`src/abuf_pkg.sv`:
```
/*
  Widths, types and address decode shared by the align buffer
  Lines are 128 bits, requests are byte addresses on halfword boundaries
  Address bit 0 is ignored everywhere
*/
package abuf_pkg;

  // ==================================================
  // Widths
  // ==================================================
  localparam int XLEN          = 32;
  localparam int BLK_BITS      = 128;
  localparam int PARCEL_BITS   = 16;
  localparam int WORD_BITS     = 32;
  localparam int WORDS_PER_BLK = BLK_BITS / WORD_BITS;
  localparam int OFFSET_BITS   = $clog2(BLK_BITS / 8);
  localparam int LINE_BITS     = XLEN - OFFSET_BITS;
  localparam int WSEL_BITS     = $clog2(WORDS_PER_BLK);

  // ==================================================
  // Types
  // ==================================================
  typedef logic [PARCEL_BITS-1:0] parcel_t;
  typedef logic [WORD_BITS-1:0] instr_t;
  // Word 0 sits in the low bits, as it does in memory
  typedef logic [WORDS_PER_BLK-1:0][WORD_BITS-1:0] blk_t;
  typedef logic [XLEN-1:0] addr_t;
  typedef logic [LINE_BITS-1:0] line_t;
  typedef logic [WSEL_BITS-1:0] wsel_t;

  // ==================================================
  // Address decode
  // ==================================================
  // Line number, offset bits dropped
  function automatic line_t line_of(input addr_t addr);
    return addr[XLEN-1:OFFSET_BITS];
  endfunction

  // Word within the line
  function automatic wsel_t word_sel_of(input addr_t addr);
    return addr[OFFSET_BITS-1:2];
  endfunction

  // Upper halfword of a word
  function automatic logic half_sel_of(input addr_t addr);
    return addr[1];
  endfunction

  // Last halfword of the line, offset 14
  function automatic logic crosses_line(input addr_t addr);
    return &addr[OFFSET_BITS-1:1];
  endfunction

  // Line holding the upper parcel; wraps at the top of the address space
  function automatic line_t second_line_of(input addr_t addr);
    return line_of(addr) + LINE_BITS'(crosses_line(addr));
  endfunction

endpackage

```
`src/abuf_fill_if.sv`:
```
/*
  Line refill bus from the miss sequencer to the tag store and banks
  wr_en is a single-cycle pulse; receivers write in that cycle
*/
`timescale 1ns/1ns

interface abuf_fill_if
  import abuf_pkg::*;
();

  // Write strobe, one cycle per refill
  logic  wr_en;
  // Full line number, receivers pick index and tag from it
  line_t wr_line;
  // Whole line as returned by memory
  blk_t  wr_blk;

  // Sequencer side
  modport driver (
    output wr_en,
    output wr_line,
    output wr_blk
  );

  // Tag store and parcel banks
  modport receiver (
    input wr_en,
    input wr_line,
    input wr_blk
  );

endinterface

```
`src/abuf_tag_store.sv`:
```
/*
  Direct-mapped tag array, one valid bit and one tag per set
  Looks up the first and second line of a request combinationally
  NUM_SETS must be a power of two, at least 2
  Reset and flush clear all valid bits; tags themselves are not cleared
*/
`timescale 1ns/1ns

module abuf_tag_store
  import abuf_pkg::*;
#(
  parameter int NUM_SETS = 8
) (
  input  logic                 clk_i,
  input  logic                 rst_i,
  input  logic                 flush_i,
  input  logic                 req_valid_i,
  input  addr_t                req_addr_i,
  abuf_fill_if.receiver        fill_rx,
  output logic                 hit_first_o,
  output logic                 hit_second_o
);

  localparam int IDX_BITS = $clog2(NUM_SETS);
  localparam int TAG_BITS = LINE_BITS - IDX_BITS;

  // ==================================================
  // Storage
  // ==================================================
  logic [NUM_SETS-1:0] valid_q;
  logic [TAG_BITS-1:0] tag_q [NUM_SETS];

  // ==================================================
  // Lookup of both lines
  // ==================================================
  line_t               first_line;
  line_t               second_line;
  logic [IDX_BITS-1:0] first_idx;
  logic [IDX_BITS-1:0] second_idx;
  logic [TAG_BITS-1:0] first_tag;
  logic [TAG_BITS-1:0] second_tag;

  assign first_line  = line_of(req_addr_i);
  // Same as the first line unless the request crosses
  assign second_line = second_line_of(req_addr_i);

  assign first_idx   = first_line[IDX_BITS-1:0];
  assign first_tag   = first_line[LINE_BITS-1:IDX_BITS];
  assign second_idx  = second_line[IDX_BITS-1:0];
  assign second_tag  = second_line[LINE_BITS-1:IDX_BITS];

  // Hit needs a live request, a valid set and a matching tag
  assign hit_first_o  = req_valid_i && valid_q[first_idx] && (tag_q[first_idx] == first_tag);
  assign hit_second_o = req_valid_i && valid_q[second_idx] &&
                        (tag_q[second_idx] == second_tag);

  // ==================================================
  // Refill
  // ==================================================
  logic [IDX_BITS-1:0] fill_idx;
  logic [TAG_BITS-1:0] fill_tag;

  assign fill_idx = fill_rx.wr_line[IDX_BITS-1:0];
  assign fill_tag = fill_rx.wr_line[LINE_BITS-1:IDX_BITS];

  // Valid bits, cleared on reset or flush
  always_ff @(posedge clk_i) begin
    if (rst_i || flush_i) begin
      valid_q <= '0;
    end else if (fill_rx.wr_en) begin
      valid_q[fill_idx] <= 1'b1;
    end
  end

  // Tag written alongside the valid bit
  always_ff @(posedge clk_i) begin
    if (fill_rx.wr_en) begin
      tag_q[fill_idx] <= fill_tag;
    end
  end

endmodule

```
`src/abuf_parcel_bank.sv`:
```
/*
  One halfword bank, HALF 0 holds low parcels, HALF 1 high parcels
  A refill writes all four words of the line into the set of wr_line
  Read is combinational; the even bank follows the second line on a crossing
*/
`timescale 1ns/1ns

module abuf_parcel_bank
  import abuf_pkg::*;
#(
  parameter int NUM_SETS = 8,
  parameter int HALF     = 0
) (
  input  logic                          clk_i,
  input  addr_t                         req_addr_i,
  abuf_fill_if.receiver                 fill_rx,
  output parcel_t [WORDS_PER_BLK-1:0]   parcels_o
);

  localparam int IDX_BITS = $clog2(NUM_SETS);

  // One parcel per word per set
  parcel_t mem_q [NUM_SETS][WORDS_PER_BLK];

  line_t               rd_line;
  logic [IDX_BITS-1:0] rd_idx;
  logic [IDX_BITS-1:0] wr_idx;

  // ==================================================
  // Set selection
  // ==================================================
  // Even bank supplies the upper parcel of a crossing fetch, so it
  // reads from the next line; odd bank always reads the first line
  assign rd_line = (HALF == 0) ? second_line_of(req_addr_i) : line_of(req_addr_i);
  assign rd_idx  = rd_line[IDX_BITS-1:0];
  assign wr_idx  = fill_rx.wr_line[IDX_BITS-1:0];

  // ==================================================
  // Per-word write and read
  // ==================================================
  // Pick this bank's halfword out of every word of the line
  always_ff @(posedge clk_i) begin
    if (fill_rx.wr_en) begin
      for (int w = 0; w < WORDS_PER_BLK; w++) begin
        mem_q[wr_idx][w] <= fill_rx.wr_blk[w][HALF*PARCEL_BITS +: PARCEL_BITS];
      end
    end
  end

  for (genvar w = 0; w < WORDS_PER_BLK; w++) begin : gen_word
    assign parcels_o[w] = mem_q[rd_idx][w];
  end

endmodule

```
`src/abuf_miss_sequencer.sv`:
```
/*
  Refill FSM, one line request in flight at a time
  A double miss is served as two passes, first line then second line
  A flush during a pending refill keeps the memory request up until its
  response arrives, then drops that response without writing it
*/
`timescale 1ns/1ns

module abuf_miss_sequencer
  import abuf_pkg::*;
#(
  parameter int NUM_SETS = 8
) (
  input  logic          clk_i,
  input  logic          rst_i,
  input  logic          flush_i,
  input  logic          req_valid_i,
  input  addr_t         req_addr_i,
  input  logic          hit_first_i,
  input  logic          hit_second_i,
  input  logic          mem_rsp_valid_i,
  input  blk_t          mem_rsp_blk_i,
  output logic          mem_req_valid_o,
  output addr_t         mem_req_addr_o,
  abuf_fill_if.driver   fill_tx
);

  // Adjacent lines must land in different sets, else the two passes
  // of a double miss evict each other forever
  if (NUM_SETS < 2 || (NUM_SETS & (NUM_SETS - 1)) != 0) begin : gen_bad_sets
    $error("NUM_SETS must be a power of two, at least 2");
  end

  typedef enum logic {
    LOOKUP,
    WAIT_MEM
  } state_e;

  state_e state_q;
  logic   mem_req_valid_q;
  logic   drop_q;
  line_t  req_line_q;
  logic   miss;
  logic   issue;
  line_t  miss_line;

  // ==================================================
  // Miss decode
  // ==================================================
  assign miss      = req_valid_i && !(hit_first_i && hit_second_i);
  // First line has priority, second line only once the first is present
  assign miss_line = hit_first_i ? second_line_of(req_addr_i) : line_of(req_addr_i);
  // No new request while a dropped one is still outstanding
  assign issue     = (state_q == LOOKUP) && !drop_q && !flush_i && miss;

  // ==================================================
  // State and request valid
  // ==================================================
  always_ff @(posedge clk_i) begin
    if (rst_i) begin
      state_q         <= LOOKUP;
      mem_req_valid_q <= 1'b0;
      drop_q          <= 1'b0;
    end else if (flush_i) begin
      state_q         <= LOOKUP;
      // Outstanding request stays up until memory answers it
      mem_req_valid_q <= mem_req_valid_q && !mem_rsp_valid_i;
      drop_q          <= mem_req_valid_q && !mem_rsp_valid_i;
    end else begin
      case (state_q)
        LOOKUP: begin
          if (drop_q) begin
            // Stale response retires the old request
            if (mem_rsp_valid_i) begin
              mem_req_valid_q <= 1'b0;
              drop_q          <= 1'b0;
            end
          end else if (issue) begin
            mem_req_valid_q <= 1'b1;
            state_q         <= WAIT_MEM;
          end
        end
        WAIT_MEM: begin
          if (mem_rsp_valid_i) begin
            mem_req_valid_q <= 1'b0;
            state_q         <= LOOKUP;
          end
        end
        default: state_q <= LOOKUP;
      endcase
    end
  end

  // Requested line, held for the fill even if the request address moves
  always_ff @(posedge clk_i) begin
    if (issue) begin
      req_line_q <= miss_line;
    end
  end

  assign mem_req_valid_o = mem_req_valid_q;
  assign mem_req_addr_o  = {req_line_q, {OFFSET_BITS{1'b0}}};

  // ==================================================
  // Refill pulse, in the response cycle
  // ==================================================
  assign fill_tx.wr_en   = (state_q == WAIT_MEM) && mem_rsp_valid_i && !flush_i;
  assign fill_tx.wr_line = req_line_q;
  assign fill_tx.wr_blk  = mem_rsp_blk_i;

endmodule

```
`src/abuf_instr_assemble.sv`:
```
/*
  Forms the 32-bit instruction from the even and odd bank parcels
  Purely combinational; valid only when both lines hit
*/
`timescale 1ns/1ns

module abuf_instr_assemble
  import abuf_pkg::*;
(
  input  logic                          req_valid_i,
  input  addr_t                         req_addr_i,
  input  logic                          hit_first_i,
  input  logic                          hit_second_i,
  input  parcel_t [WORDS_PER_BLK-1:0]   even_parcels_i,
  input  parcel_t [WORDS_PER_BLK-1:0]   odd_parcels_i,
  output logic                          rsp_valid_o,
  output instr_t                        rsp_instr_o
);

  wsel_t   word_sel;
  wsel_t   next_word;
  logic    half_sel;
  parcel_t lo_parcel;
  parcel_t hi_parcel;

  assign word_sel  = word_sel_of(req_addr_i);
  assign half_sel  = half_sel_of(req_addr_i);
  // Wraps to word 0 at offset 14
  assign next_word = word_sel + wsel_t'(1);

  // ==================================================
  // Parcel select
  // ==================================================
  // Word aligned   {odd[w], even[w]}
  // Halfword       {even[w+1], odd[w]}
  // Line crossing  {even[0] of next line, odd[3]}
  always_comb begin
    if (!half_sel) begin
      lo_parcel = even_parcels_i[word_sel];
      hi_parcel = odd_parcels_i[word_sel];
    end else begin
      lo_parcel = odd_parcels_i[word_sel];
      // Even bank already indexes the next line when word 3 wraps to 0
      hi_parcel = even_parcels_i[next_word];
    end
  end

  assign rsp_instr_o = {hi_parcel, lo_parcel};
  assign rsp_valid_o = req_valid_i && hit_first_i && hit_second_i;

endmodule

```
`src/align_buffer_top.sv`:
```
/*
  Instruction align buffer, direct-mapped with split even/odd parcel banks
  Requester holds req_valid_i and req_addr_i until rsp_valid_o
  Memory returns one whole line per request; addresses are line aligned
  NUM_SETS must be a power of two, at least 2
*/
`timescale 1ns/1ns

module align_buffer_top
  import abuf_pkg::*;
#(
  parameter int NUM_SETS = 8
) (
  input  logic   clk_i,
  input  logic   rst_i,
  input  logic   flush_i,
  // Fetch side
  input  logic   req_valid_i,
  input  addr_t  req_addr_i,
  output logic   rsp_valid_o,
  output instr_t rsp_instr_o,
  // Lower memory side
  output logic   mem_req_valid_o,
  output addr_t  mem_req_addr_o,
  input  logic   mem_rsp_valid_i,
  input  blk_t   mem_rsp_blk_i
);

  // ==================================================
  // Internal wiring
  // ==================================================
  logic                         hit_first;
  logic                         hit_second;
  parcel_t [WORDS_PER_BLK-1:0]  even_parcels;
  parcel_t [WORDS_PER_BLK-1:0]  odd_parcels;

  // Refill bus shared by tag store and both banks
  abuf_fill_if fill_bus ();

  abuf_tag_store #(
    .NUM_SETS (NUM_SETS)
  ) tag_store_i (
    .clk_i        (clk_i),
    .rst_i        (rst_i),
    .flush_i      (flush_i),
    .req_valid_i  (req_valid_i),
    .req_addr_i   (req_addr_i),
    .fill_rx      (fill_bus.receiver),
    .hit_first_o  (hit_first),
    .hit_second_o (hit_second)
  );

  // Low halfword of each word
  abuf_parcel_bank #(
    .NUM_SETS (NUM_SETS),
    .HALF     (0)
  ) even_bank_i (
    .clk_i      (clk_i),
    .req_addr_i (req_addr_i),
    .fill_rx    (fill_bus.receiver),
    .parcels_o  (even_parcels)
  );

  // High halfword of each word
  abuf_parcel_bank #(
    .NUM_SETS (NUM_SETS),
    .HALF     (1)
  ) odd_bank_i (
    .clk_i      (clk_i),
    .req_addr_i (req_addr_i),
    .fill_rx    (fill_bus.receiver),
    .parcels_o  (odd_parcels)
  );

  abuf_miss_sequencer #(
    .NUM_SETS (NUM_SETS)
  ) miss_sequencer_i (
    .clk_i           (clk_i),
    .rst_i           (rst_i),
    .flush_i         (flush_i),
    .req_valid_i     (req_valid_i),
    .req_addr_i      (req_addr_i),
    .hit_first_i     (hit_first),
    .hit_second_i    (hit_second),
    .mem_rsp_valid_i (mem_rsp_valid_i),
    .mem_rsp_blk_i   (mem_rsp_blk_i),
    .mem_req_valid_o (mem_req_valid_o),
    .mem_req_addr_o  (mem_req_addr_o),
    .fill_tx         (fill_bus.driver)
  );

  abuf_instr_assemble instr_assemble_i (
    .req_valid_i    (req_valid_i),
    .req_addr_i     (req_addr_i),
    .hit_first_i    (hit_first),
    .hit_second_i   (hit_second),
    .even_parcels_i (even_parcels),
    .odd_parcels_i  (odd_parcels),
    .rsp_valid_o    (rsp_valid_o),
    .rsp_instr_o    (rsp_instr_o)
  );

endmodule

```
`config.mk`:
```
export PLATFORM = sky130hd
export DESIGN_NAME = align_buffer_top
export DESIGN_NICKNAME = d
export VERILOG_FILES = /design/src/abuf_pkg.sv /design/src/abuf_fill_if.sv /design/src/abuf_tag_store.sv /design/src/abuf_parcel_bank.sv /design/src/abuf_miss_sequencer.sv /design/src/abuf_instr_assemble.sv /design/src/align_buffer_top.sv
export SDC_FILE = /design/constraint.sdc
export NUM_CORES = 2
export LEC_CHECK = 0
export BUFFER_PORTS_ARGS = -buffer_cell sky130_fd_sc_hd__buf_2
export CORE_MARGIN = 1
export CORE_UTILIZATION = 25
export CTS_CLUSTER_SIZE = 14
export DETAILED_ROUTE_END_ITERATION = 12
export SYNTH_ARGS = -nofsm -noshare
export SYNTH_HDL_FRONTEND = slang
export SYNTH_HIERARCHICAL = 1
export SYNTH_SLANG_ARGS = --single-unit
export TNS_END_PERCENT = 5
```
`constraint.sdc`:
```
create_clock -name clk_i -period 11.6 [get_ports clk_i]
set_clock_uncertainty 0.05 [all_clocks]
set_input_delay 0.58 -clock clk_i [delete_from_list [all_inputs] [get_ports clk_i]]
set_output_delay 0.58 -clock clk_i [all_outputs]
set_load 0.1 [all_outputs]
```
==> run metrics <==
Vias=about 28000; vias in the first global route=~28000; Initial Utilization=0.251; final count of negative-setup-slack endpoints=0; pin count of the biggest net entering global routing=around 170; slowest stage delay, CP=0.62 ns; CP max stage cell=buf_4; crit path capture type=primary output; Storage cell area=between 30000 and 40000 um^2; Routed WL=between 100 and 150 mm; max-slew violations=0; GRT Overall Usage=0.130; Hold Path Class=primary input to register; Ys Warns=6; chip height=472 um; Seq cells post-synth=between 1000 and 1500; Worst-path clk slew=approximately 0.06 ns; Top delay family on crit path=buffers and inverters; Post-Syn Instances=2954; status=completed; TritonCTS Buffers=~130; Final Cycle Share=0.566; met2 Use GR=0.219; clk sinks=roughly 1300; Avg Synthesized Cell Area=about 19 um^2; CORE AREA=220000 um^2; post-synthesis sequential area ratio=0.685; max frequency=around 150 MHz; Port-buffer cells=approximately 230; max cap viols=0; clock tree buffer depth=3; required time of the critical path=about 11 ns; vias per inst=4.62; met3 usage=0.0298; Peak VDD IR=0.104 mV; WL/cell=between 20 and 25 um; worst slew pin tran=between 1 and 1.5 ns; Final #Nets=roughly 3300; min Tclk post-route=approximately 6.6 ns; CP arrival=5.94 ns; I/O pin count=~230; Pwr Density=between 150 and 200 nW/um^2; drc violations=0; Placer Congestion=a little over 0.8; leakage power=20.2 nW; Post-synth EDFFs=1252; kind of critical path=primary input to primary output; chip width=~470 um; ys flop type=edfxtp_1; fillcell total=21626; CTS tree=done; drt initial violations=2330; final setup TNS=0 ns; GRT Max-Usage Layer=met2; hpwl dp=93.0 mm; post-route ant nets=0; CP max FO=35; initial antenna violation count=a little under 80; RSZ-0062 raised after global routing=false; Post-synth ARST share=0; CP Buf/Inv Count=4; Hold Vio Cnt, Final=0; layout cells sized above 1=0.272; clk root buf=clkbuf_16; startpoint types=primary input; Slew headroom=0.122; TritonRoute pass-1 iters=7; post-CTS setup buffer count=0; worst-path cell chain=buf_2, buf_4, and3_1, ha_2, ha_2, buf_4, mux4_2, mux2i_1, xnor2_1, nor3b_1, o221ai_1, or4_1, nor4_2, and3_1, buf_2; first-pass GRT wire length=209 mm; gr ovfl total=0; Multi-input gate area=roughly 15000 um^2; Site Rows=172; worst skew pair latency=between 0.7 and 0.8 ns; Cell Area, Synth=about 55000 um^2; met1 Use GR=0.166; htree depth=4; Netlist cell types=62; die area=between 200000 and 250000 um^2; Area Overhead vs Synth=14.4%; Hold Slack=around 0.049 ns
[area by class of cell]
class | count | area share
Sequential cell | 1263 | 0.598
Multi-Input combinational cell | 1343 | 0.241
Tap cell | 2958 | 0.0585
Clock buffer | 169 | 0.0545
Timing Repair Buffer | 346 | 0.0356
Clock inverter | 67 | 0.0117
Antenna cell | 13 | 0.000515
Inverter | 6 | 0.000356
[power breakdown]
group | internal (mW) | total (mW) | switching (mW) | leakage, nW
combinational | 0.327 | 0.987 | 0.660 | 6.90
sequential | 5.02 | 5.04 | 0.0143 | 11.4
clock | 2.29 | 4.10 | 1.81 | 2.00
total | 7.64 | 10.1 | 2.49 | 20.2
[flip-flops by register name, summed over array words and instances (netlist names)]
register and flops:
even_bank_i/mem_q 512, miss_sequencer_i/drop_q 1, miss_sequencer_i/fill_tx.wr_line 28, miss_sequencer_i/mem_req_valid_o 1
miss_sequencer_i/state_q 1, odd_bank_i/mem_q 512, tag_store_i/tag_q 200, tag_store_i/valid_q 8
[repair_timing]
item,in CTS,in global routing
resized for setup,0,0
hold buffers,60,0
hold endpoints to repair,365,0
[cells in the final DEF (no fill, tap or decap), types with 7 or more instances in the layout]
cell type / synthesis / layout
a2111oi_0: 129 / 129
and3_1: 145 / 145
buf_2: 35 / 221
buf_4: 177 / 59
bufinv_16: 0 / 7
clkbuf_1: 77 / 37
clkbuf_16: 0 / 132
clkinv_1: 0 / 27
clkinv_16: 0 / 7
clkinv_2: 0 / 11
dfxtp_1: 11 / 11
diode_2: 0 / 13
dlygate4sd3_1: 0 / 60
edfxtp_1: 1252 / 1252
mux2_2: 90 / 90
mux2_4: 12 / 12
mux2i_1: 172 / 172
mux4_1: 28 / 28
mux4_2: 267 / 267
nand2_1: 43 / 43
nand2b_1: 12 / 12
nand3_1: 15 / 15
nand4_1: 21 / 21
nor2_1: 38 / 20
nor2_4: 0 / 12
nor2b_1: 128 / 128
nor3_1: 15 / 9
nor4_1: 70 / 70
o21a_1: 8 / 8
xnor2_1: 54 / 53
xor2_1: 30 / 29
[worst paths after layout]
path                                             from                                              to  slack, ns  cells past startpoint
setup / recovery                        req_addr_i[2]                                     rsp_valid_o       5.03                     15
hold / removal                      mem_rsp_blk_i[32]              even_bank_i/mem_q[7][32]$_DFFE_PP_       0.05                      1
setup reg to reg   tag_store_i/tag_q[7][18]$_DFFE_PP_  miss_sequencer_i/fill_tx.wr_line[26]$_DFFE_PP_       6.90                     11
hold reg to reg   tag_store_i/valid_q[2]$_SDFFE_PP0P_             tag_store_i/valid_q[2]$_SDFFE_PP0P_       0.45                      1
[layer usage]
layer  part of all wire  up-vias  wire length (um)
met2               0.50      893             73100
met4              0.023       52              3460
met5             0.0022        -               329
met1               0.42    15008             61400
li1                   -    12285                 -
met3              0.063      261              9250
[metrics by stage]
step / utilization / setup slack [ns] / instance area [um^2] / instances / power (mW)
5_1_grt: 0.288 / 4.80 / 63200 / 6156 / 10.4
3_5_place_dp: 0.266 / 4.96 / 58400 / 5856 / 6.11
2_1_floorplan: - / 5.62 / 55200 / 2957 / 5.86
6_report: 0.288 / 5.03 / 63200 / 6165 / 10.1
3_3_place_gp: 0.266 / 4.97 / 58400 / 5856 / 6.10
4_1_cts: 0.288 / 4.96 / 63200 / 6152 / 10.2
[cell families (layout without fill, tap and decap cells)]
| logic type | count (synthesis) | in the layout | share of synthesized area |
|---|---|---|---|
| flops | 1263 | 1263 | 0.685 |
| mux | 569 | 569 | 0.175 |
| simple gates | 517 | 517 | 0.0563 |
| buf+inv | 351 | 588 | 0.0439 |
| compound gates | 160 | 160 | 0.0245 |
| xor+xnor | 87 | 87 | 0.0143 |
| fa+ha+maj | 6 | 6 | 0.00136 |
| other cells | 1 | 17 | 0.0000679 |
[synthesized netlist by cell type, types with 30 or more instances]
library cell  number  area, um^2
edfxtp_1        1252       37600
and3_1           145         907
nand2_1           43         161
xor2_1            30         263
nor2b_1          128         801
xnor2_1           54         473
buf_4            177        1330
buf_6             33         372
buf_2             35         175
mux2i_1          172        1720
clkbuf_1          77         289
a2111oi_0        129        1130
mux2_2            90        1010
nor2_1            38         143
nor4_1            70         438
mux4_2           267        6010
Note: power is estimated with default switching activity, not from simulation.
